===== config.mk =====
export PLATFORM = sky130hd
export DESIGN_NAME = bank_translator
export DESIGN_NICKNAME = d
export VERILOG_FILES = /design/src/banked_memory_pkg.sv /design/src/bank_translator.sv
export SDC_FILE = /design/constraint.sdc
export NUM_CORES = 1
export LEC_CHECK = 0
export BUFFER_PORTS_ARGS = -buffer_cell sky130_fd_sc_hd__buf_2
export CAP_MARGIN = 20
export CORE_AREA = 4 4 90 92
export DETAILED_ROUTE_END_ITERATION = 7
export DIE_AREA = 0 0 94 96
export GPL_ROUTABILITY_DRIVEN = 0
export PLACE_DENSITY = 0.78
export SLEW_MARGIN = 20
export SYNTH_ARGS = -nofsm -noshare
export SYNTH_HDL_FRONTEND = slang
export SYNTH_SLANG_ARGS = --single-unit

===== constraint.sdc =====
create_clock -name w -period 1.9 [get_ports w]
set_input_delay 0.095 -clock w [delete_from_list [all_inputs] [get_ports w]]
set_output_delay 0.095 -clock w [all_outputs]
set_load 0.03 [all_outputs]

===== src/rom_image.hex =====
// ROM boot image. One 16-bit hex word per line, @ sets the word address.
// Words not listed stay unset.
@00000
C0DE
1234
5678
9ABC
@02000
2BAD
@07FF0
F00D
FACE
@7FFFF
0000


===== src/banked_memory_pkg.sv =====
package banked_memory_pkg;

   ////////////////////////////////////////////////////////////
   // Address and data widths.
   ////////////////////////////////////////////////////////////

   localparam int LOG_ADDR_W  = 16;                    // CPU logical address.
   localparam int OFFSET_W    = 13;                    // 8 kW per window.
   localparam int WINDOW_W    = LOG_ADDR_W - OFFSET_W; // Top bits pick the window.
   localparam int NUM_BANKS   = 2 ** WINDOW_W;         // One bank register per window.
   localparam int IO_SEL_W    = 3;                     // A2..A0 select a bank register.
   localparam int PAGE_W      = 8;                     // Bank register width.
   localparam int PHYS_ADDR_W = PAGE_W + OFFSET_W;     // 21 bits, 2 MW physical.
   localparam int DATA_W      = 16;

   ////////////////////////////////////////////////////////////
   // Physical map.
   ////////////////////////////////////////////////////////////

   // RAM and ROM are 512 kW each.
   localparam int REGION_W = 19;

   // Region codes sit in physical bits 20..19.
   localparam logic [PHYS_ADDR_W-REGION_W-1:0] RAM_REGION = 2'b00; // Pages 0x00-0x3F.
   localparam logic [PHYS_ADDR_W-REGION_W-1:0] ROM_REGION = 2'b10; // Pages 0x80-0xBF.

   localparam logic [DATA_W-1:0] HOLE_DATA = 16'hFFFF; // Floating bus reads as all ones.

   localparam string ROM_IMAGE = "/design/src/rom_image.hex"; // Boot image for the ROM.

   ////////////////////////////////////////////////////////////
   // Request, response and grant types.
   ////////////////////////////////////////////////////////////

   // Bit 1 marks an I/O operation, bit 0 a write.
   typedef enum logic [1:0] {
      mem_read  = 2'b00,
      mem_write = 2'b01,
      io_read   = 2'b10,
      io_write  = 2'b11
   } mem_op_e;

   typedef struct packed {
      logic [WINDOW_W-1:0] window; // A15..A13.
      logic [OFFSET_W-1:0] offset; // A12..A0.
   } addr_fields_t;

   // Memory operations split the address into window and offset.
   // I/O operations use the raw word.
   typedef union packed {
      logic [LOG_ADDR_W-1:0] raw;
      addr_fields_t          fields;
   } logical_addr_u;

   typedef struct packed {
      mem_op_e           op;
      logical_addr_u     addr;
      logic [DATA_W-1:0] wdata;
   } mem_req_t;

   typedef struct packed {
      logic [DATA_W-1:0] rdata; // Only meaningful for reads.
   } mem_rsp_t;

   typedef struct packed {
      mem_req_t req;
      logic     port_id; // 0 is cpu, 1 is dma.
   } arb_grant_t;

endpackage


===== src/bank_translator.sv =====
`timescale 1ns/1ps

module bank_translator import banked_memory_pkg::*; (
   input  logic                   w,
   input  logic                   mem,
   input  logic                   gnt_valid,
   input  arb_grant_t             gnt,
   output logic                   acc_valid,
   output logic                   acc_write,
   output logic [PHYS_ADDR_W-1:0] acc_addr,
   output logic [DATA_W-1:0]      acc_wdata,
   output logic                   acc_port,
   output logic                   io_hit,
   output logic [DATA_W-1:0]      io_rdata
);

   logic [PAGE_W-1:0]   bank_reg [NUM_BANKS]; // One page number per window.
   logic                bank_enable;          // Register mapping in force.
   logic [WINDOW_W-1:0] window;
   logic [IO_SEL_W-1:0] reg_sel;              // Register picked by an I/O access.
   logic [PAGE_W-1:0]   default_page;
   logic [PAGE_W-1:0]   page;
   logic                io_wr;

   ////////////////////////////////////////////////////////////
   // Address decode.
   ////////////////////////////////////////////////////////////

   assign window  = gnt.req.addr.fields.window;         // Memory view.
   assign reg_sel = gnt.req.addr.raw[IO_SEL_W-1:0];     // I/O view.

   // Boot map: {A15, 00000, A14, A13}. Low half is RAM, high half is ROM.
   assign default_page = {window[WINDOW_W-1], {(PAGE_W-WINDOW_W){1'b0}},
                          window[WINDOW_W-2:0]};

   assign page = bank_enable ? bank_reg[window] : default_page;

   assign io_wr = gnt_valid && (gnt.req.op == io_write);

   ////////////////////////////////////////////////////////////
   // Access to the store.
   ////////////////////////////////////////////////////////////

   // Every grant reaches the store so that each one gets a response.
   assign acc_valid = gnt_valid;
   assign acc_write = gnt_valid && (gnt.req.op == mem_write); // RAM/ROM write only.
   assign acc_addr  = {page, gnt.req.addr.fields.offset};
   assign acc_wdata = gnt.req.wdata;
   assign acc_port  = gnt.port_id;

   // Register reads bypass the arrays.
   assign io_hit   = gnt_valid && (gnt.req.op == io_read);
   assign io_rdata = {{(DATA_W-PAGE_W){1'b0}}, bank_reg[reg_sel]}; // Zero upper byte.

   ////////////////////////////////////////////////////////////
   // Bank registers.
   ////////////////////////////////////////////////////////////

   always_ff @(posedge w or posedge mem) begin
      if (mem) begin
         for (int i = 0; i < NUM_BANKS; i++) begin
            bank_reg[i] <= '0;
         end
         bank_enable <= 1'b0; // Boot map.
      end else if (io_wr) begin
         bank_reg[reg_sel] <= gnt.req.wdata[PAGE_W-1:0]; // Low byte only.
         // Registers 4-7 switch on register mapping for good.
         if (reg_sel[IO_SEL_W-1]) begin
            bank_enable <= 1'b1;
         end
      end
   end

   // Once on, mapping stays on until reset.
   a_bank_enable_sticky : assert property (@(posedge w) disable iff (mem)
      bank_enable |=> bank_enable);

endmodule


==> summary.md, run 1 <==
| Metric | Value |
|---|---|
| Sequential share of the synthesized area | `0.424` |
| Worst-path fanout max | `3` |
| VDD IR-drop max | `0.000588 V` |
| Bufs on Longest Clock Path | `2` |
| GRT Util Overall | `0.196` |
| Crit path kind | `reg2out` |
| Measured slew at the worst slew-check pin | `0.613 ns` |
| WL/cell | `20.6 um` |
| Initial antenna violation count | `0` |
| Total die area | `0.00902 mm2` |
| Setup WS post-layout | `0.122 ns` |
| Worst slew margin | `0.591` |
| RSZ-0062 raised after global routing | `false` |
| Share of layout cells above drive strength 1 | `0.660` |
| Flop pwr share | `0.466` |
| Vias/cell | `5.62` |
| Final Skew | `0 ns` |
| Final Critical Period | `1.78 ns` |
| # H-tree levels | `3` |
| Hold WC Path Type | `in2reg` |
| Core area | `0.00721 mm2` |
| M1 wire length | `3.36 mm` |
| Final worst path period share | `0.936` |
| Reg2reg setup slack | `1.08 ns` |
| Required time of the critical path | `1.80 ns` |
| Pint | `2.77 mW` |
| DIE WIDTH | `94 um` |
| Yosys top cell by area | `dfrtp_1` |
| DRC violations left | `0` |
| Die Span Y | `96 um` |
| Port Buffers | `48` |
| Clk slew on worst S/H paths | `0.06 ns` |
| Uppermost layer routed | `met4` |
| Synthesized flop and latch total | `65` |
| Nets | `330` |
| WL met3 | `389 um` |
| R2r startpoint | `bank_enable` |
| 1st-iter DRT viols | `94` |
| Synth Instances | `255` |
| Met2 wire length | `4.28 mm` |
| Commonest non-fill, non-tap cells in the layout | `dfrtp_1 (65), mux2_2 (56), buf_2 (48)` |
| Final setup vio count | `0` |
| Drt pass-1 iters | `4` |
| Max frequency | `562 MHz` |
| Setup crit end kind | `output pin` |
| IO Pins | `95` |
| Leak | `1.96 nW` |
| Via count | `2208` |
| Final ANT Viol Nets | `0` |
| Avg Cell Area, Syn | `15.0 um2` |
| Placement Rows | `31` |
| Power Dens Cells | `945 mW/mm2` |
| Hold_sp | `gnt[6]` |
| CTS Sinks | `65` |
| Psw | `1.21 mW` |
| Critical path arrival | `1.68 ns` |
| Clk network pwr share | `0.243` |
| First-pass GRT wire length | `12.8 mm` |
| Synth top area cells | `dfrtp_1 (42%), mux4_2 (19%), mux2_2 (16%), buf_4 (7.6%), mux2_4 (6.3%)` |
| Ys Warns | `0` |
| CTS Buf Count | `9` |
| R2r worst-path depth | `1` |
| Comb pwr share | `0.291` |
| Worst R2R End | `bank_enable` |
| Largest net degree at the start of global routing | `44` |
| Clk_lat worst skew | `0.34 ns` |
| Sw Ratio | `0.303` |
| Initial Util | `0.531` |
| Worst setup SP type | `flip-flop` |
| Status | `finished clean` |
| Mapped cell area | `0.00383 mm2` |
| Yosys cell types | `24` |
| Final Max Tran Viols | `0` |
| Post-synth top area share | `0.424` |
| Area Growth Syn to Fin | `9.86%` |
| WHS Endpoint | `bank_reg[21]` |
| Max reg flops | `64` |
| Hpwl dp | `5.73 mm` |
| Endpoints failing hold | `0` |
| Place WS | `0.140 ns` |
| Number of global-route vias before repair | `2380` |
| Post-CTS setup buffers | `0` |
| Number of diodes | `0` |
| Max-cap violations | `0` |
| CTS tree | `built` |
| Final wirelength | `8.11 mm` |
| Commonest non-fill, non-tap cell in the layout | `dfrtp_1` |
| CTS root buffer | `clkbuf_8` |
| Remaining global-route overflow | `0` |
| Worst hold stages | `2` |
| Fin Setup TNS | `0 ns` |
## stage by stage
| stage | instance area (um2) | instances | utilization | power (mW) | hold WS, ns |
|---|---|---|---|---|---|
| finish | 4210 | 393 | 0.584 | 3.98 | 0.104 |
| global route | 4210 | 393 | 0.584 | 4.20 | 0.104 |
| CTS | 4210 | 393 | 0.583 | 4.02 | 0.0911 |
| detailed placement | 4050 | 379 | 0.561 | 3.05 | 0.152 |
| global placement | 4050 | 379 | 0.561 | 2.99 | 0.151 |
| floorplan | 3860 | 262 | - | 2.83 | 0.244 |
## power by group through the flow
stage,clock network [mW],logic [mW],registers (mW)
final,0.965,1.16,1.85
after global routing,1.07,1.24,1.89
after CTS,0.996,1.17,1.85
after detailed placement,0,1.17,1.88
after global placement,0,1.14,1.85
after floorplan,0,1.03,1.80
## worst max-delay path by stage
| stage | start | endpoint | slack [ns] | depth (start not counted) |
|---|---|---|---|---|
| 2_1_floorplan | mem | bank_enable | 0.18 | 1 |
| 3_3_place_gp | gnt[17] | io_rdata[7] | 0.18 | 4 |
| 6_report | bank_reg[39] | acc_addr[20] | 0.12 | 4 |
| 3_5_place_dp | gnt[17] | io_rdata[6] | 0.14 | 4 |
| 4_1_cts | bank_enable | acc_addr[19] | 0.1 | 4 |
| 5_1_grt | bank_reg[18] | io_rdata[2] | 0.07 | 3 |
## Yosys cell counts, drive strengths merged
library cell / number
inv: 4
dfrtp: 65
nor2: 7
nand4: 1
or3: 2
and3b: 1
and2: 1
a22o: 5
conb: 1
a31oi: 2
nand4b: 1
nand2: 2
mux4: 32
nor2b: 1
buf: 50
a21oi: 4
mux2: 72
clkbuf: 1
a41o: 1
nand2b: 2
## worst max-delay path: stages (launching register included)
cell,delay (ns)
dfrtp_1,0.40
mux4_2,0.48
a21oi_1,0.18
a21oi_1,0.08
buf_2,0.21
## logic make-up after synthesis
logic type | synth area share
AO/OA/AOI/OAI | 0.0225
other | 0.000978
AND/OR/NAND/NOR | 0.0366
flip-flops | 0.424
multiplexers | 0.415
buffers and inverters | 0.101
## final cells by class
type	count	area (um2)
clock buffers	12	145
clock inverters	1	5.00
fillers	600	3000
inverters	4	15.0
multi-input cells	142	1850
flip-flops and latches	65	1630
well taps	99	124
repair buffers	70	445
## what timing repair did
action                                  4_1_cts  5_1_grt
hold buffers                                  1        0
endpoints found under the hold margin        22        0
endpoints found under the setup margin        0        2
gates resized for setup                       0        1
## per-layer routing
metal	track usage	up-vias
li1	-	979
met1	0.254	1155
met2	0.322	64
met3	0.0602	10
met4	0.0554	0
met5	0	-
No activity file was read; power rests on OpenSTA's default activity.
==> run 2: changes to the inputs <==
Settings changed: BUFFER_PORTS_ARGS -buffer_cell sky130_fd_sc_hd__buf_2 to default, CORE_AREA 4 4 90 92 to 2 2 81 83, DIE_AREA 0 0 94 96 to 0 0 83 85, DONT_BUFFER_PORTS from default to 1, PLACE_DENSITY 0.78 to 0.77.
==> summary.md, run 2 (synthesized netlist as in run 1, its figures left out) <==
| Metric | Value |
|---|---|
| WL/cell | `23.7 um` |
| Max frequency | `572 MHz` |
| Initial antenna violation count | `0` |
| CTS tree | `built` |
| IO Pins | `95` |
| # H-tree levels | `3` |
| Worst R2R End | `bank_enable` |
| First-pass GRT wire length | `12.7 mm` |
| Max-cap violations | `0` |
| Post-CTS setup buffers | `0` |
| Power Dens Cells | `980 mW/mm2` |
| CTS root buffer | `clkbuf_8` |
| Nets | `283` |
| Hold WC Path Type | `in2reg` |
| Endpoints failing hold | `0` |
| Total die area | `0.00706 mm2` |
| VDD IR-drop max | `0.000588 V` |
| Crit path capture | `acc_addr[16]` |
| Final Critical Period | `1.75 ns` |
| Hpwl dp | `4.86 mm` |
| CTS Sinks | `65` |
| Worst setup SP type | `flip-flop` |
| Critical path arrival | `1.65 ns` |
| RSZ-0062 raised after global routing | `false` |
| Drt pass-1 iters | `5` |
| Via count | `2123` |
| Reg2reg setup slack | `0.54 ns` |
| Max reg flops | `64` |
| Fin Setup TNS | `0 ns` |
| Measured slew at the worst slew-check pin | `0.644 ns` |
| Final Max Tran Viols | `0` |
| GRT Util Overall | `0.242` |
| Commonest non-fill, non-tap cell in the layout | `dfrtp_1` |
| Worst-path fanout max | `8` |
| Setup crit end kind | `output pin` |
| 1st-iter DRT viols | `94` |
| Final ANT Viol Nets | `0` |
| Commonest non-fill, non-tap cells in the layout | `dfrtp_1 (65), mux2_2 (56), mux4_2 (32)` |
| Bufs on Longest Clock Path | `2` |
| Non-Filler Instances | `327` |
| Final Skew | `0 ns` |
| DP Area | `0.00367 mm2` |
| DIE WIDTH | `83 um` |
| Design area | `0.00398 mm2` |
| CTS Buf Count | `9` |
| Final wirelength | `7.77 mm` |
| Clk slew on worst S/H paths | `0.06 ns` |
| Largest net degree at the start of global routing | `66` |
| Area Growth Syn to Fin | `3.75%` |
| Crit path kind | `reg2out` |
| R2r worst-path depth | `2` |
| Die Span Y | `85 um` |
| Placed cell count | `298` |
| Leak | `1.76 nW` |
| CP Launch Point | `bank_enable` |
| DRC violations left | `0` |
| Required time of the critical path | `1.80 ns` |
| Clk_lat worst skew | `0.33 ns` |
| Core area | `0.00620 mm2` |
| Share of layout cells above drive strength 1 | `0.548` |
| Worst slew margin | `0.570` |
| Port Buffers | `0` |
| Number of diodes | `0` |
| Final worst path period share | `0.920` |
| Final setup vio count | `0` |
| Vias/cell | `6.49` |
| R2r startpoint | `bank_enable` |
| Initial Util | `0.618` |
| Post-CTS Resized | `0` |
| Status | `finished clean` |
| Number of global-route vias before repair | `2261` |
| Placement Rows | `29` |
| Remaining global-route overflow | `0` |
==> run 2: routing by layer <==
layer	vias to the layer above	part of all wire	wire length, um	GRT usage
li1	895	-	-	-
met1	1099	0.43	3350	0.323
met2	98	0.47	3650	0.363
met3	31	0.063	491	0.0603
met4	0	0.036	277	0.146
met5	-	0	0	0
==> run 2: worst max-delay path, stage by stage (launching register included) <==
cell and delay [ns]:
dfrtp_1 0.48, and2_1 0.42, a22o_1 0.41
==> run 2: worst min path at each step <==
stage / to / slack [ns] / cells after the start / start
floorplan: bank_reg[48] / 0.24 / 1 / gnt[1]
global placement: bank_reg[23] / 0.08 / 2 / mem
detailed placement: bank_reg[23] / 0.08 / 2 / mem
CTS: bank_reg[20] / 0.15 / 3 / gnt[17]
global route: bank_reg[20] / 0.16 / 3 / gnt[17]
finish: bank_reg[18] / 0.16 / 3 / gnt[17]
==> run 2: final cells by class <==
class	instances	area, um2
fillers	452	2230
multi-input cells	142	1850
flip-flops and latches	65	1630
repair buffers	23	218
clock buffers	13	159
well taps	77	96.3
clock inverters	3	15.0
inverters	4	15.0
==> run 2: what timing repair did <==
item | CTS | global route
hold endpoints to repair | 130 | 0
setup endpoints to repair | 0 | 0
hold buffers | 13 | 0
==> run 2: report_power, final <==
| part | internal (mW) | total [mW] | switching (mW) | leakage, nW |
|---|---|---|---|---|
| sequential | 1.65 | 1.85 | 0.201 | 0.827 |
| clock | 0.539 | 1.05 | 0.512 | 0.0932 |
| combinational | 0.583 | 0.992 | 0.409 | 0.840 |
| total | 2.77 | 3.90 | 1.12 | 1.76 |
==> run 2: through the flow <==
step	total power, mW	setup WS (ns)	hold WS [ns]	utilization
detailed placement	2.84	0.507	0.0812	0.592
floorplan	2.83	0.179	0.244	-
global route	4.08	0.0862	0.164	0.641
global placement	2.79	0.508	0.0766	0.592
finish	3.90	0.151	0.160	0.641
CTS	3.92	0.151	0.155	0.641
==> run 3: changes to the inputs <==
Settings changed: PLACE_DENSITY 0.77 to default, PLACE_DENSITY_LB_ADDON from default to 0.1.
==> summary.md, run 3 (synthesized netlist as in run 1, its figures left out) <==
| Metric | Value |
|---|---|
| Via count | `2168` |
| RSZ-0062 raised after global routing | `false` |
| Crit path kind | `reg2out` |
| Commonest non-fill, non-tap cells in the layout | `dfrtp_1 (65), mux2_2 (56), mux4_2 (32)` |
| Power Dens Cells | `1010 mW/mm2` |
| Initial antenna violation count | `0` |
| Pint | `2.90 mW` |
| Final Max Tran Viols | `0` |
| Number of diodes | `0` |
| DIE WIDTH | `83 um` |
| Area Growth Syn to Fin | `4.50%` |
| Place WS | `0.493 ns` |
| Flop pwr share | `0.456` |
| CTS Sinks | `65` |
| DRC violations left | `0` |
| Commonest non-fill, non-tap cell in the layout | `dfrtp_1` |
| Bufs on Longest Clock Path | `2` |
| Worst setup SP type | `flip-flop` |
| Clk_lat worst skew | `0.34 ns` |
| Largest net degree at the start of global routing | `66` |
| Nets | `284` |
| CTS root buffer | `clkbuf_8` |
| Final ANT Viol Nets | `0` |
| 1st-iter DRT viols | `240` |
| Initial Util | `0.618` |
| Drt pass-1 iters | `4` |
| Measured slew at the worst slew-check pin | `0.633 ns` |
| Max-cap violations | `0` |
| Port Buffers | `0` |
| Leak | `1.77 nW` |
| Endpoints failing hold | `0` |
| Post-CTS Resized | `0` |
| Worst slew margin | `0.578` |
| Vias/cell | `6.63` |
| CTS Buf Count | `9` |
| DP Area | `0.00368 mm2` |
| Final worst path period share | `0.922` |
| Design area | `0.00401 mm2` |
| Hold WC Path Type | `in2out` |
| Fin util | `0.646` |
| Remaining global-route overflow | `0` |
| Setup crit end kind | `output pin` |
| Max reg flops | `64` |
| Clk slew on worst S/H paths | `0.07 ns` |
| Worst-path fanout max | `3` |
| Psw | `1.16 mW` |
| Filler Cell Count | `458` |
| Sw Ratio | `0.285` |
| Fin Setup TNS | `0 ns` |
| Number of global-route vias before repair | `2397` |
| Final setup vio count | `0` |
| Die Span Y | `85 um` |
| WL/cell | `26.1 um` |
| VDD IR-drop max | `0.000538 V` |
| Hpwl dp | `5.57 mm` |
| # H-tree levels | `3` |
| Comb pwr share | `0.252` |
| Required time of the critical path | `1.80 ns` |
| IO Pins | `95` |
| Max frequency | `571 MHz` |
| First-pass GRT wire length | `13.6 mm` |
| Placement Rows | `29` |
| Final wirelength | `8.53 mm` |
| GRT Util Overall | `0.262` |
| Critical path arrival | `1.66 ns` |
| Status | `finished clean` |
| Final Critical Period | `1.75 ns` |
| Share of layout cells above drive strength 1 | `0.552` |
| Final Skew | `0 ns` |
| Clk network pwr share | `0.292` |
| CTS tree | `built` |
| Setup WS post-layout | `0.147 ns` |
| Core area | `0.00620 mm2` |
| Total die area | `0.00706 mm2` |
-- run 3: changes by cell type in the layout (fill, tap and decap cells not counted), sizes merged --
cell | previous run | this run
bufinv | 0 | 1
clkinv | 3 | 2
clkbuf | 13 | 12
buf | 10 | 11
-- run 3: per-stage QoR --
step                hold slack [ns]  power [mW]  instances
finish                        0.190        4.06        327
global route                  0.188        4.26        327
CTS                           0.185        4.09        327
detailed placement           0.0771        2.86        299
global placement             0.0684        2.80        299
floorplan                     0.244        2.83        262
-- run 3: critical path, cell delays in order, from the launching register on --
cell,delay [ns]
dfrtp_1,0.40
mux4_2,0.48
a21oi_1,0.16
a31oi_1,0.08
buf_4,0.20
-- run 3: per-layer routing --
| metal | global-route usage | wire length (um) | part of all wire | up-vias |
|---|---|---|---|---|
| li1 | - | - | - | 896 |
| met1 | 0.350 | 3480 | 0.41 | 1157 |
| met2 | 0.419 | 4260 | 0.50 | 88 |
| met3 | 0.0642 | 604 | 0.071 | 27 |
| met4 | 0.104 | 196 | 0.023 | 0 |
| met5 | 0 | 0 | 0 | - |
-- run 3: final timing paths --
| path | startpoint | cells past startpoint | end | slack (ns) |
|---|---|---|---|---|
| setup / recovery | bank_reg[24] | 4 | acc_addr[13] | 0.15 |
| hold / removal | gnt[0] | 0 | acc_port | 0.19 |
| setup reg to reg | bank_enable | 2 | bank_enable | 0.50 |
| hold reg to reg | bank_reg[10] | 1 | bank_reg[10] | 0.53 |
| max in group asynchronous | mem | 3 | bank_reg[26] | 1.35 |
| min in group asynchronous | mem | 3 | bank_reg[7] | 0.28 |
-- run 3: power by group through the flow --
stage | Clock (mW) | Combinational, mW | Sequential [mW]
3_5_place_dp | 0 | 0.990 | 1.88
6_report | 1.19 | 1.02 | 1.85
3_3_place_gp | 0 | 0.962 | 1.84
2_1_floorplan | 0 | 1.03 | 1.80
4_1_cts | 1.20 | 1.03 | 1.85
5_1_grt | 1.29 | 1.08 | 1.89
-- run 3: cell type report --
type	count	area, um2	share of cell area
clock buffers	12	155	0.0387
well taps	77	96.3	0.0240
flip-flops and latches	65	1630	0.406
multi-input cells	142	1850	0.461
repair buffers	24	225	0.0562
clock inverters	3	40.0	0.00999
inverters	4	15.0	0.00375
-- run 3: repair_timing --
item                      CTS  global route
hold buffers               13             0
setup buffers               0             0
hold endpoints to repair  130             0
