$ cat src/rom_image.hex
// ROM boot image. One 16-bit hex word per line, @ sets the word address.
// Words not listed stay unset.
@00000
C0DE
1234
5678
9ABC
@02000
2BAD
@07FF0
F00D
FACE
@7FFFF
0000

$ cat src/banked_memory_pkg.sv
package banked_memory_pkg;

   ////////////////////////////////////////////////////////////
   // Address and data widths.
   ////////////////////////////////////////////////////////////

   localparam int LOG_ADDR_W  = 16;                    // CPU logical address.
   localparam int OFFSET_W    = 13;                    // 8 kW per window.
   localparam int WINDOW_W    = LOG_ADDR_W - OFFSET_W; // Top bits pick the window.
   localparam int NUM_BANKS   = 2 ** WINDOW_W;         // One bank register per window.
   localparam int IO_SEL_W    = 3;                     // A2..A0 select a bank register.
   localparam int PAGE_W      = 8;                     // Bank register width.
   localparam int PHYS_ADDR_W = PAGE_W + OFFSET_W;     // 21 bits, 2 MW physical.
   localparam int DATA_W      = 16;

   ////////////////////////////////////////////////////////////
   // Physical map.
   ////////////////////////////////////////////////////////////

   // RAM and ROM are 512 kW each.
   localparam int REGION_W = 19;

   // Region codes sit in physical bits 20..19.
   localparam logic [PHYS_ADDR_W-REGION_W-1:0] RAM_REGION = 2'b00; // Pages 0x00-0x3F.
   localparam logic [PHYS_ADDR_W-REGION_W-1:0] ROM_REGION = 2'b10; // Pages 0x80-0xBF.

   localparam logic [DATA_W-1:0] HOLE_DATA = 16'hFFFF; // Floating bus reads as all ones.

   localparam string ROM_IMAGE = "/design/src/rom_image.hex"; // Boot image for the ROM.

   ////////////////////////////////////////////////////////////
   // Request, response and grant types.
   ////////////////////////////////////////////////////////////

   // Bit 1 marks an I/O operation, bit 0 a write.
   typedef enum logic [1:0] {
      mem_read  = 2'b00,
      mem_write = 2'b01,
      io_read   = 2'b10,
      io_write  = 2'b11
   } mem_op_e;

   typedef struct packed {
      logic [WINDOW_W-1:0] window; // A15..A13.
      logic [OFFSET_W-1:0] offset; // A12..A0.
   } addr_fields_t;

   // Memory operations split the address into window and offset.
   // I/O operations use the raw word.
   typedef union packed {
      logic [LOG_ADDR_W-1:0] raw;
      addr_fields_t          fields;
   } logical_addr_u;

   typedef struct packed {
      mem_op_e           op;
      logical_addr_u     addr;
      logic [DATA_W-1:0] wdata;
   } mem_req_t;

   typedef struct packed {
      logic [DATA_W-1:0] rdata; // Only meaningful for reads.
   } mem_rsp_t;

   typedef struct packed {
      mem_req_t req;
      logic     port_id; // 0 is cpu, 1 is dma.
   } arb_grant_t;

endpackage

$ cat src/mem_arbiter.sv
`timescale 1ns/1ps

module mem_arbiter import banked_memory_pkg::*; (
   input  logic       w,
   input  logic       mem,
   input  logic       cpu_req_valid,
   input  mem_req_t   cpu_req,
   input  logic       dma_req_valid,
   input  mem_req_t   dma_req,
   output logic       gnt_valid,
   output arb_grant_t gnt
);

   logic     cpu_pend;  // Cpu slot holds a request.
   logic     dma_pend;  // Dma slot holds a request.
   mem_req_t cpu_slot;
   mem_req_t dma_slot;
   logic     last_dma;  // Dma won the last grant.
   logic     pick_dma;  // Dma wins this cycle.

   ////////////////////////////////////////////////////////////
   // Grant selection.
   ////////////////////////////////////////////////////////////

   // Dma wins when it waits alone, or when both wait and cpu won last.
   assign pick_dma = dma_pend && (!cpu_pend || !last_dma);

   assign gnt_valid   = cpu_pend || dma_pend;             // Any slot full.
   assign gnt.req     = pick_dma ? dma_slot : cpu_slot;
   assign gnt.port_id = pick_dma;

   ////////////////////////////////////////////////////////////
   // Pending slots.
   ////////////////////////////////////////////////////////////

   always_ff @(posedge w or posedge mem) begin
      if (mem) begin
         cpu_pend <= 1'b0;
         dma_pend <= 1'b0;
         last_dma <= 1'b1; // Cpu goes first after reset.
      end else begin
         // A strobe never meets a full slot, so fill and drain do not collide.
         if (cpu_req_valid) begin
            cpu_pend <= 1'b1;
         end else if (gnt_valid && !pick_dma) begin
            cpu_pend <= 1'b0; // Granted, slot drains.
         end
         if (dma_req_valid) begin
            dma_pend <= 1'b1;
         end else if (gnt_valid && pick_dma) begin
            dma_pend <= 1'b0;
         end
         if (gnt_valid) begin
            last_dma <= pick_dma; // Remember the winner.
         end
      end
   end

   // Request payload, sampled with its strobe.
   always_ff @(posedge w) begin
      if (cpu_req_valid) begin
         cpu_slot <= cpu_req;
      end
      if (dma_req_valid) begin
         dma_slot <= dma_req;
      end
   end

   // Each port waits for its response, and that comes after the slot drained.
   a_cpu_one_outstanding : assert property (@(posedge w) disable iff (mem)
      cpu_req_valid |-> !cpu_pend);

   a_dma_one_outstanding : assert property (@(posedge w) disable iff (mem)
      dma_req_valid |-> !dma_pend);

   // A lone request drains in its grant cycle, so the grant does not linger.
   a_grant_drains : assert property (@(posedge w) disable iff (mem)
      gnt_valid && !(cpu_pend && dma_pend) && !cpu_req_valid && !dma_req_valid
      |=> !gnt_valid);

endmodule

$ cat config.mk
export PLATFORM = sky130hd
export DESIGN_NAME = mem_arbiter
export DESIGN_NICKNAME = d
export VERILOG_FILES = /design/src/banked_memory_pkg.sv /design/src/mem_arbiter.sv
export SDC_FILE = /design/constraint.sdc
export NUM_CORES = 1
export LEC_CHECK = 0
export BUFFER_PORTS_ARGS = -buffer_cell sky130_fd_sc_hd__buf_4
export CAP_MARGIN = 25
export CORE_MARGIN = 4
export CORE_UTILIZATION = 30
export DETAILED_ROUTE_END_ITERATION = 12
export GPL_TIMING_DRIVEN = 0
export HOLD_SLACK_MARGIN = 0.05
export PLACE_DENSITY = 0.61
export REMOVE_ABC_BUFFERS = 1
export SLEW_MARGIN = 20
export SYNTH_ARGS = -nofsm -noshare
export SYNTH_HDL_FRONTEND = slang
export SYNTH_SLANG_ARGS = --single-unit
$ cat constraint.sdc
create_clock -name w -period 2.2 [get_ports w]
set_input_delay 0.22 -clock w [delete_from_list [all_inputs] [get_ports w]]
set_output_delay 0.22 -clock w [all_outputs]
set_load 0.05 [all_outputs]
==> reports/results.txt, run 1 <==
Status: completed
Yosys top cell by area: edfxtp_1
Hold Vio Cnt, Final: 0
Top cells by area, synth: edfxtp_1 (79%), mux2_2 (14%), dfrtp_1 (1.9%)
Avg WL per Cell: 14.7 um
Req. time, crit path: 1980 ps
Vias per std cell: 4.24
R2R depth: 2
Yosys reg bits: 71
Leakage Power: 0.00176 uW
Vias: 1,752
Antenna violations before repair: 0
Final instance area: 4400 um^2
Crit-path most repeated cell: buf_8
Buf/Inv on CP: 3
# rows: 33
CTS tree: done
Gpl congestion: 0.657
Total GRT Usage: 12.6%
Core Util, Final: 52.7%
DRT Wirelength: 6080 um
Routed Antenna Nets: 0
Final critical-path required period: 2090 ps
Worst R2R End: last_dma
Fillers: 685
Slew @ Worst Pin: 510 ps
Crit end category: output pin
Setup violations, final: 0
Min Hold Slack: 320 ps
Syn Area/Cell: 22.2 um^2
DRT iter0 DRCs: 35
Clock-pin slew on the worst setup and hold paths: 70 ps
Worst slew margin: 66.0%
Period utilization: 94.9%
Worst setup margin: 112 ps
CP Launch Type: flip-flop
Slowest Stage Delay on Critical Path: 450 ps
Max-Cap Viols: 0
TNS Setup: 0 ps
HPWL Detailed: 3730 um
Largest net degree at the start of global routing: 36
Die Height: 101 um
ANT cells: 0
Reg2Reg Launch Point: last_dma
Most frequent cells in the layout: buf_4 (108), dlygate4sd3_1 (69), edfxtp_1 (68)
IO Port Bufs: 107
Max Fclk: 0.479 GHz
Initial core utilization: 31.2%
Setup Skew: 1.65 ps
First-pass GRT wire length: 9690 um
Layout cells sized above 1: 52.9%
Die width: 101 um
Hold WC Path Type: input port to async pin
RSZ-0062 raised after global routing: no
CP max-delay cell: dfrtp_2
Synthesized cell area: 2600 um^2
# IOs: 108
Sequential area share after synthesis: 81.5%
Crit path max-delay family: buffers and inverters
Synth warnings: 0
Mapped Cells: 117
Skew-Pair Late Insertion Delay: 330 ps
Placed Area: 3520 um^2
Kind of critical path: flip-flop to output pin
Cts bufs inserted: 9
Synth-to-layout area growth: 69.1%
Worst VDD drop: 633 uV
Drt pass-1 iters: 4
Crit path arrival time: 1870 ps
Max-slew violations: 0
Number of global-route vias before repair: 2,026
Most common cell after layout, fill and taps aside: buf_4
Place WS: 111 ps
Yosys cell types: 15
Die ar.: 10,200 um^2
Total grt overflow: 0
Nets@finish: 375
Worst path cell trace: a21boi_4 > buf_8 > buf_8 > mux2_2 > buf_4
Pwr dens: 937 nW/um^2
DRC: 0
H-tree depth: 3
Synth top area share: 78.5%
Crit-path max FO: 12
CTS root buf: clkbuf_8
Setup slack, reg-to-reg: 1380 ps
Clock net sink count: 71
CTS Buffer Depth: 2
Core area: 8340 um^2
==> cells in the mapped netlist <==
| cell | n |
|---|---|
| edfxtp_1 | 68 |
| mux2_2 | 33 |
| buf_6 | 3 |
| dfrtp_1 | 2 |
| a21boi_4 | 1 |
| a21oi_1 | 1 |
| a31o_2 | 1 |
| buf_4 | 1 |
| dfstp_2 | 1 |
| inv_1 | 1 |
| mux2_1 | 1 |
| nand2_1 | 1 |
| nor2_1 | 1 |
| o21bai_1 | 1 |
| or2_2 | 1 |
==> report_power, final <==
part	total, uW	internal [uW]	leakage (uW)	switching [uW]
combinational	1530	616	0.000981	912
clock	925	415	0.0000793	510
sequential	1660	1620	0.000698	46.6
total	4120	2650	0.00176	1470
==> metal layers <==
layer	routed length (um)	GRT usage (%)	part of all wire, %	up-vias
met2	3180	21.9	52	77
li1	-	-	-	829
met4	58	3.99	0.95	0
met3	566	5.26	9.3	6
met5	0	0	0	-
met1	2280	14.0	37	840
==> worst register-to-register path: stages (launching register included) <==
cell	delay (ps)
dfstp_2	590
nor2_1	50
a21oi_1	120
==> cells by family (layout without fill, tap and decap cells) <==
logic type	count (synthesis)	count (layout)	share of synthesized area [%]
DFF	71	71	81.5
AOI/OAI and AO/OA	4	4	1.54
and+or+nand+nor	3	3	0.529
buffers and inverters	5	196	1.73
muxes	34	34	14.7
==> layout make-up <==
cell class / instances / area (um^2) / share of cell area (%)
tap: 105 / 131 / 2.99
timing repair buffer: 179 / 1530 / 34.8
sequential: 71 / 2120 / 48.2
multi-input combinational: 41 / 437 / 9.93
clock buffer: 10 / 128 / 2.90
clock inverter: 6 / 45.0 / 1.02
inverter: 1 / 3.75 / 0.0854
==> timing repair <==
action / CTS / global route
pin swaps: 1 / 0
resized for setup: 0 / 1
gates cloned: 0 / 0
hold endpoints to repair: 71 / 0
setup buffers: 1 / 0
hold buffers: 69 / 0
setup endpoints to repair: 22 / 1
==> sequential cells by signal, summed over array words and instances (netlist names) <==
register  cells
dma_slot     34
last_dma      1
dma_pend      1
cpu_slot     34
cpu_pend      1
==> how the worst max path moves through the flow <==
stage               startpoint       to  cells after the start  slack [ps]
floorplan             cpu_pend   gnt[7]                      2          70
global placement      cpu_pend  gnt[34]                      3        -140
detailed placement    cpu_pend  gnt[34]                      5         110
CTS                   cpu_pend  gnt[34]                      5          60
global route          dma_pend  gnt[34]                      5           4
finish                cpu_pend  gnt[11]                      5         110
==> through the flow <==
stage	power, uW	std cells
floorplan	2630	113
global placement	3080	325
detailed placement	3130	327
CTS	4170	413
global route	4310	413
finish	4120	413
Power figures use the tool's default switching activity.
==> run 2, diff against run 1 <==
--- a/config.mk
+++ b/config.mk
@@ -5,9 +5,9 @@
 export SDC_FILE = /design/constraint.sdc
 export NUM_CORES = 1
 export LEC_CHECK = 0
-export BUFFER_PORTS_ARGS = -buffer_cell sky130_fd_sc_hd__buf_4
+export BUFFER_PORTS_ARGS = -buffer_cell sky130_fd_sc_hd__buf_2
 export CAP_MARGIN = 25
-export CORE_MARGIN = 4
+export CORE_MARGIN = 1
 export CORE_UTILIZATION = 30
 export DETAILED_ROUTE_END_ITERATION = 12
 export GPL_TIMING_DRIVEN = 0
==> run 2 against run 1 <==
Via count shrank 0.40%; total power fell by 1.4%; setup slack gained 25 ps; wire length fell by 5.1%; count of clock-buffer cells in the layout did not move; critical path type unchanged; critical endpoint is now gnt[13]; highest routed layer unchanged.
==> reports/results.txt, run 2 (synthesis gave the netlist of run 1 again) <==
Status: completed
Most frequent cells in the layout: buf_2 (107), edfxtp_1 (68), dlygate4sd3_1 (67)
Worst path cell trace: a21boi_4 > buf_4 > mux2_2 > buf_2
CTS tree: done
Worst setup margin: 137 ps (+24.9 ps)
Number of global-route vias before repair: 1,919 (-5.3%)
Met1 WL: 2300 um (+1.1%)
Met3 routed WL: 463 um (-18%)
Layout cells sized above 1: 52.6% (-0.31 points)
Max-slew violations: 0 (unchanged)
Cells after DPL: 326 (-0.31%)
Die Height: 95.1 um (-5.9%)
Buf/Inv on CP: 2 (-1)
DRT iter0 DRCs: 47 (+34%)
HPWL Detailed: 3120 um (-16%)
Clock-pin slew on the worst setup and hold paths: 80 ps (about the same)
Fillers: 704 (+2.8%)
Core Util, Final: 49.7% (-3.0 points)
Sequential Power Share: 41.0% (+0.6 points)
Crit end category: output pin
Clock net sink count: 71 (unchanged)
Setup violations, final: 0 (unchanged)
Period utilization: 93.8% (-1.1 points)
Hold Vio Cnt, Final: 0 (unchanged)
Nets@finish: 373 (-0.53%)
Synth-to-layout area growth: 58.8%
# IOs: 108 (unchanged)
TNS Setup: 0 ps (unchanged)
DRT Wirelength: 5770 um (-5.1%)
# rows: 33 (unchanged)
Highest metal used: met4
Switching Fraction: 35.4% (-0.31 points)
Final non-filler cell total: 411 (-0.48%)
Routed met2 length: 2850 um (-10%)
Cts bufs inserted: 9 (unchanged)
DRC: 0 (unchanged)
First-pass GRT wire length: 8900 um (-8.2%)
Switching power: 1440 uW (-2.2%)
Worst VDD drop: 577 uV (-8.9%)
Hold WC Path Type: input port to flip-flop
Setup slack, reg-to-reg: 1360 ps (-20 ps)
Vias per std cell: 4.25 (about the same)
Kind of critical path: flip-flop to output pin
Initial core utilization: 31.3% (+0.16 points)
Combinational Power Share: 34.1% (-3.0 points)
Max-Cap Viols: 0 (unchanged)
Slowest Stage Delay on Critical Path: 450 ps (about the same)
H-tree depth: 3 (unchanged)
Worst slew margin: 42.8% (-23 points)
Max Fclk: 0.485 GHz (+1.2%)
Drt pass-1 iters: 4 (unchanged)
Pint: 2620 uW (-0.91%)
Final critical-path required period: 2060 ps (-24.9 ps)
Avg WL per Cell: 14.0 um (-4.6%)
Antenna violations before repair: 0 (unchanged)
CTS Buffer Depth: 2 (unchanged)
Total GRT Usage: 13.8% (+1.1 points)
Placed Area: 3250 um^2 (-7.7%)
Crit-path max FO: 10 (-2)
Top flop regs: cpu_slot (34), dma_slot (34)
Crit path max-delay family: flip-flops
Slew @ Worst Pin: 857 ps (+347 ps)
Gpl congestion: 0.632 (-3.8%)
CTS root buf: clkbuf_8
CP max-delay cell: dfrtp_1
Vias: 1,745 (-0.40%)
Die ar.: 9040 um^2 (-12%)
Setup Skew: 6.76 ps (+5.12 ps)
Core area: 8300 um^2 (-0.50%)
Largest net degree at the start of global routing: 36 (unchanged)
IO Port Bufs: 107 (unchanged)
Total grt overflow: 0 (unchanged)
Routed Antenna Nets: 0 (unchanged)
Skew-Pair Late Insertion Delay: 330 ps (about the same)
Die width: 95.1 um (-5.9%)
Clock power frac: 24.8% (+2.3 points)
Req. time, crit path: 1980 ps (about the same)
CP Launch Type: flip-flop
CTS resizes: 0 (unchanged)
ANT cells: 0 (unchanged)
Place WS: 123 ps (+11.6 ps)
Final instance area: 4130 um^2 (-6.1%)
RSZ-0062 raised after global routing: no
Crit path arrival time: 1840 ps (-30 ps)
Pwr dens: 984 nW/um^2 (+5.0%)
Leakage Power: 0.00168 uW (-4.6%)
Most common cell after layout, fill and taps aside: buf_2
## run 2: power by group through the flow
stage / Clock (uW) / Combinational, uW / Sequential [uW]
2_1_floorplan: 0 / 947 / 1680
3_3_place_gp: 0 / 1230 / 1690
3_5_place_dp: 0 / 1280 / 1700
4_1_cts: 1050 / 1390 / 1670
5_1_grt: 1100 / 1450 / 1680
6_report: 1010 / 1380 / 1670
## run 2: worst paths after layout
path                             start           end  cells past startpoint
hold / removal             dma_req[21]  dma_slot[21]                      1
setup reg to reg              last_dma      last_dma                      2
min in group asynchronous          mem      cpu_pend                      3
hold reg to reg               last_dma      last_dma                      2
max in group asynchronous          mem      last_dma                      3
setup / recovery              cpu_pend       gnt[13]                      4
## run 2: layout make-up
| type | instances | area (um^2) | area share (%) |
|---|---|---|---|
| Clock buffer | 10 | 128 | 3.09 |
| Clock inverter | 6 | 61.3 | 1.49 |
| Inverter | 1 | 3.75 | 0.0909 |
| Multi-Input combinational cell | 41 | 437 | 10.6 |
| Sequential cell | 71 | 2120 | 51.3 |
| Tap cell | 105 | 131 | 3.18 |
| Timing Repair Buffer | 177 | 1250 | 30.3 |
## run 2: routing by layer
metal  GRT usage, %  vias up
li1               -      828
met1           15.1      817
met2           22.4       84
met3           5.74       16
met4           7.83        0
met5              0        -
## run 2: timing repair
item                                    4_1_cts  5_1_grt
endpoints found under the hold margin        68        1
setup buffers                                 2        0
endpoints found under the setup margin       34        0
hold buffers                                 66        1
## run 2: through the flow
| stage | hold slack [ps] | power, uW |
|---|---|---|
| global placement | 87.0 | 2920 |
| finish | 73.8 | 4060 |
| floorplan | -27.1 | 2630 |
| global route | 55.1 | 4230 |
| CTS | 52.7 | 4100 |
| detailed placement | 103 | 2970 |
## run 2: worst register-to-register path, stage by stage, from the launching register on
cell     delay [ps]
dfstp_2         590
nor2_1           60
a21oi_1         120
==> run 3, diff against run 2 <==
--- a/config.mk
+++ b/config.mk
@@ -8,11 +8,11 @@
 export BUFFER_PORTS_ARGS = -buffer_cell sky130_fd_sc_hd__buf_2
 export CAP_MARGIN = 25
 export CORE_MARGIN = 1
-export CORE_UTILIZATION = 30
+export CORE_UTILIZATION = 35
 export DETAILED_ROUTE_END_ITERATION = 12
 export GPL_TIMING_DRIVEN = 0
 export HOLD_SLACK_MARGIN = 0.05
-export PLACE_DENSITY = 0.61
+export PLACE_DENSITY = 0.68
 export REMOVE_ABC_BUFFERS = 1
 export SLEW_MARGIN = 20
 export SYNTH_ARGS = -nofsm -noshare
==> run 3 against run 2 <==
Non-clock buffer count is 3 higher; register-to-register slack hardly changed; global-route usage is 2.2 points higher; utilization is 7.5 points higher; largest cell class unchanged; largest power group unchanged; highest routed layer unchanged.
==> reports/results.txt, run 3 (synthesis gave the netlist of run 1 again) <==
Drt pass-1 iters: 4 (unchanged)
Avg WL per Cell: 14.1 um (+0.35%)
First-pass GRT wire length: 8710 um (-2.1%)
Crit path arrival time: 1910 ps (+70 ps)
Total GRT Usage: 15.9% (+2.2 points)
# IOs: 108 (unchanged)
Die Height: 88.2 um (-7.3%)
Core area: 7210 um^2 (-13%)
Top flop regs: cpu_slot (34), dma_slot (34)
Min Hold Slack: 304 ps (+230 ps)
CP Launch Type: flip-flop
Worst path cell trace: a21boi_4 > buf_12 > buf_8 > mux2_2 > buf_2
Total grt overflow: 0 (unchanged)
Vias: 1,748 (+0.17%)
Req. time, crit path: 1980 ps (about the same)
Synth-to-layout area growth: 59.0%
Buf/Inv on CP: 3 (+1)
Worst slew margin: 43.3% (+0.46 points)
Status: completed
Die width: 88.2 um (-7.3%)
Max-slew violations: 0 (unchanged)
Routed Antenna Nets: 0 (unchanged)
Antenna violations before repair: 0 (unchanged)
# rows: 31 (-6.1%)
FF+latch area: 2120 um^2 (about the same)
CTS Buffer Depth: 2 (unchanged)
Slew @ Worst Pin: 850 ps (-6.85 ps)
Nets@finish: 376 (+0.80%)
Die ar.: 7780 um^2 (-14%)
Footprint of the multi-input gates: 437 um^2 (unchanged)
Initial core utilization: 36.0% (+4.7 points)
Crit-path max FO: 15 (+5)
Slowest Stage Delay on Critical Path: 450 ps (about the same)
DRT iter0 DRCs: 55 (+17%)
H-tree depth: 3 (unchanged)
Max Fclk: 0.469 GHz (-3.2%)
Max-Cap Viols: 0 (unchanged)
Clock net sink count: 71 (unchanged)
Kind of critical path: flip-flop to output pin
HPWL Detailed: 3150 um (+0.75%)
CTS root buf: clkbuf_8
Cells after DPL: 321 (-1.5%)
DRT Wirelength: 5750 um (-0.38%)
Hold WC Path Type: input port to async pin
Crit path max-delay family: buffers and inverters
Setup violations, final: 0 (unchanged)
Worst VDD drop: 595 uV (+3.0%)
CP max-delay cell: dfrtp_2
Leakage Power: 0.00167 uW (-0.42%)
CTS tree: done
Skew-Pair Late Insertion Delay: 340 ps (about the same)
Final non-filler cell total: 408 (-0.73%)
ANT cells: 0 (unchanged)
Largest net degree at the start of global routing: 36 (unchanged)
Final Power: 3980 uW (-2.1%)
DRC: 0 (unchanged)
Clock-pin slew on the worst setup and hold paths: 80 ps (about the same)
Most common cell after layout, fill and taps aside: buf_2
Vias per std cell: 4.28 (+0.91%)
TNS Setup: 0 ps (unchanged)
Fillers: 581 (-17%)
Crit end category: output pin
Hold Vio Cnt, Final: 0 (unchanged)
Period utilization: 96.9% (+3.1 points)
Number of global-route vias before repair: 1,880 (-2.0%)
IO Port Bufs: 107 (unchanged)
Layout cells sized above 1: 53.1% (+0.46 points)
Setup Skew: 0.522 ps (-6.24 ps)
Pwr dens: 962 nW/um^2 (-2.2%)
Gpl congestion: 0.667 (+5.5%)
Final critical-path required period: 2130 ps (+68.7 ps)
Cts bufs inserted: 9 (unchanged)
Most frequent cells in the layout: buf_2 (107), dlygate4sd3_1 (69), edfxtp_1 (68)
run 3: cell types whose count changed in the layout (fill, tap and decap cells not counted), sizes merged:
cell         before  now
clkinv            5    1
dlygate4sd3      67   69
bufinv            1    0
clkinvlp          0    3
buf             110  111
inv               1    3
run 3: stage by stage:
| step | setup slack (ps) | util, % | area, um^2 |
|---|---|---|---|
| after global routing | -2.60 | 57.3 | 4130 |
| after detailed placement | 149 | 45.0 | 3250 |
| final | 68.4 | 57.3 | 4130 |
| after floorplan | 70.9 | - | 2560 |
| after CTS | 22.5 | 56.8 | 4100 |
| after global placement | -113 | 44.6 | 3220 |
run 3: what timing repair did:
item | CTS | global route
endpoints found under the setup margin | 25 | 14
pin swaps | 1 | 0
cloned | 0 | 0
hold buffers | 67 | 2
resized for setup | 0 | 2
endpoints found under the hold margin | 69 | 2
setup buffers | 1 | 1
run 3: area by class of cell:
class                   count  area share [%]
flip-flops and latches     71            51.3
well taps                  99            3.00
clock buffers              10            3.09
clock inverters             6            1.09
inverters                   1          0.0908
multi-input cells          41            10.6
repair buffers            180            30.9
run 3: worst paths after layout:
path                          start       end  slack [ps]  cells past startpoint
setup / recovery           cpu_pend   gnt[33]          70                      5
hold / removal                  mem  cpu_pend         300                      3
setup reg to reg           dma_pend  dma_pend        1360                      2
hold reg to reg            cpu_pend  last_dma         510                      1
max in group asynchronous       mem  last_dma        1690                      3
min in group w             cpu_pend  last_dma         510                      1
run 3: power breakdown:
group          leakage [uW]  internal (uW)  switching (uW)
registers          0.000698           1620            51.0
clock network     0.0000793            415             503
logic              0.000894            493             897
run 3: worst reg2reg max path: cells and delay by family, from the launching register on:
kind | cells | cell delay (ps)
AOI/OAI and AO/OA | 1 | 190
buffers and inverters | 1 | 150
DFF | 1 | 400
run 3: routing by layer:
layer  vias to the layer above  global-route usage (%)  share of wire, %
met5                         -                       0                 0
met4                         0                    6.60               1.6
met3                        10                    6.88               7.2
met2                        77                    27.8                52
met1                       829                    16.8                39
li1                        832                       -                 -
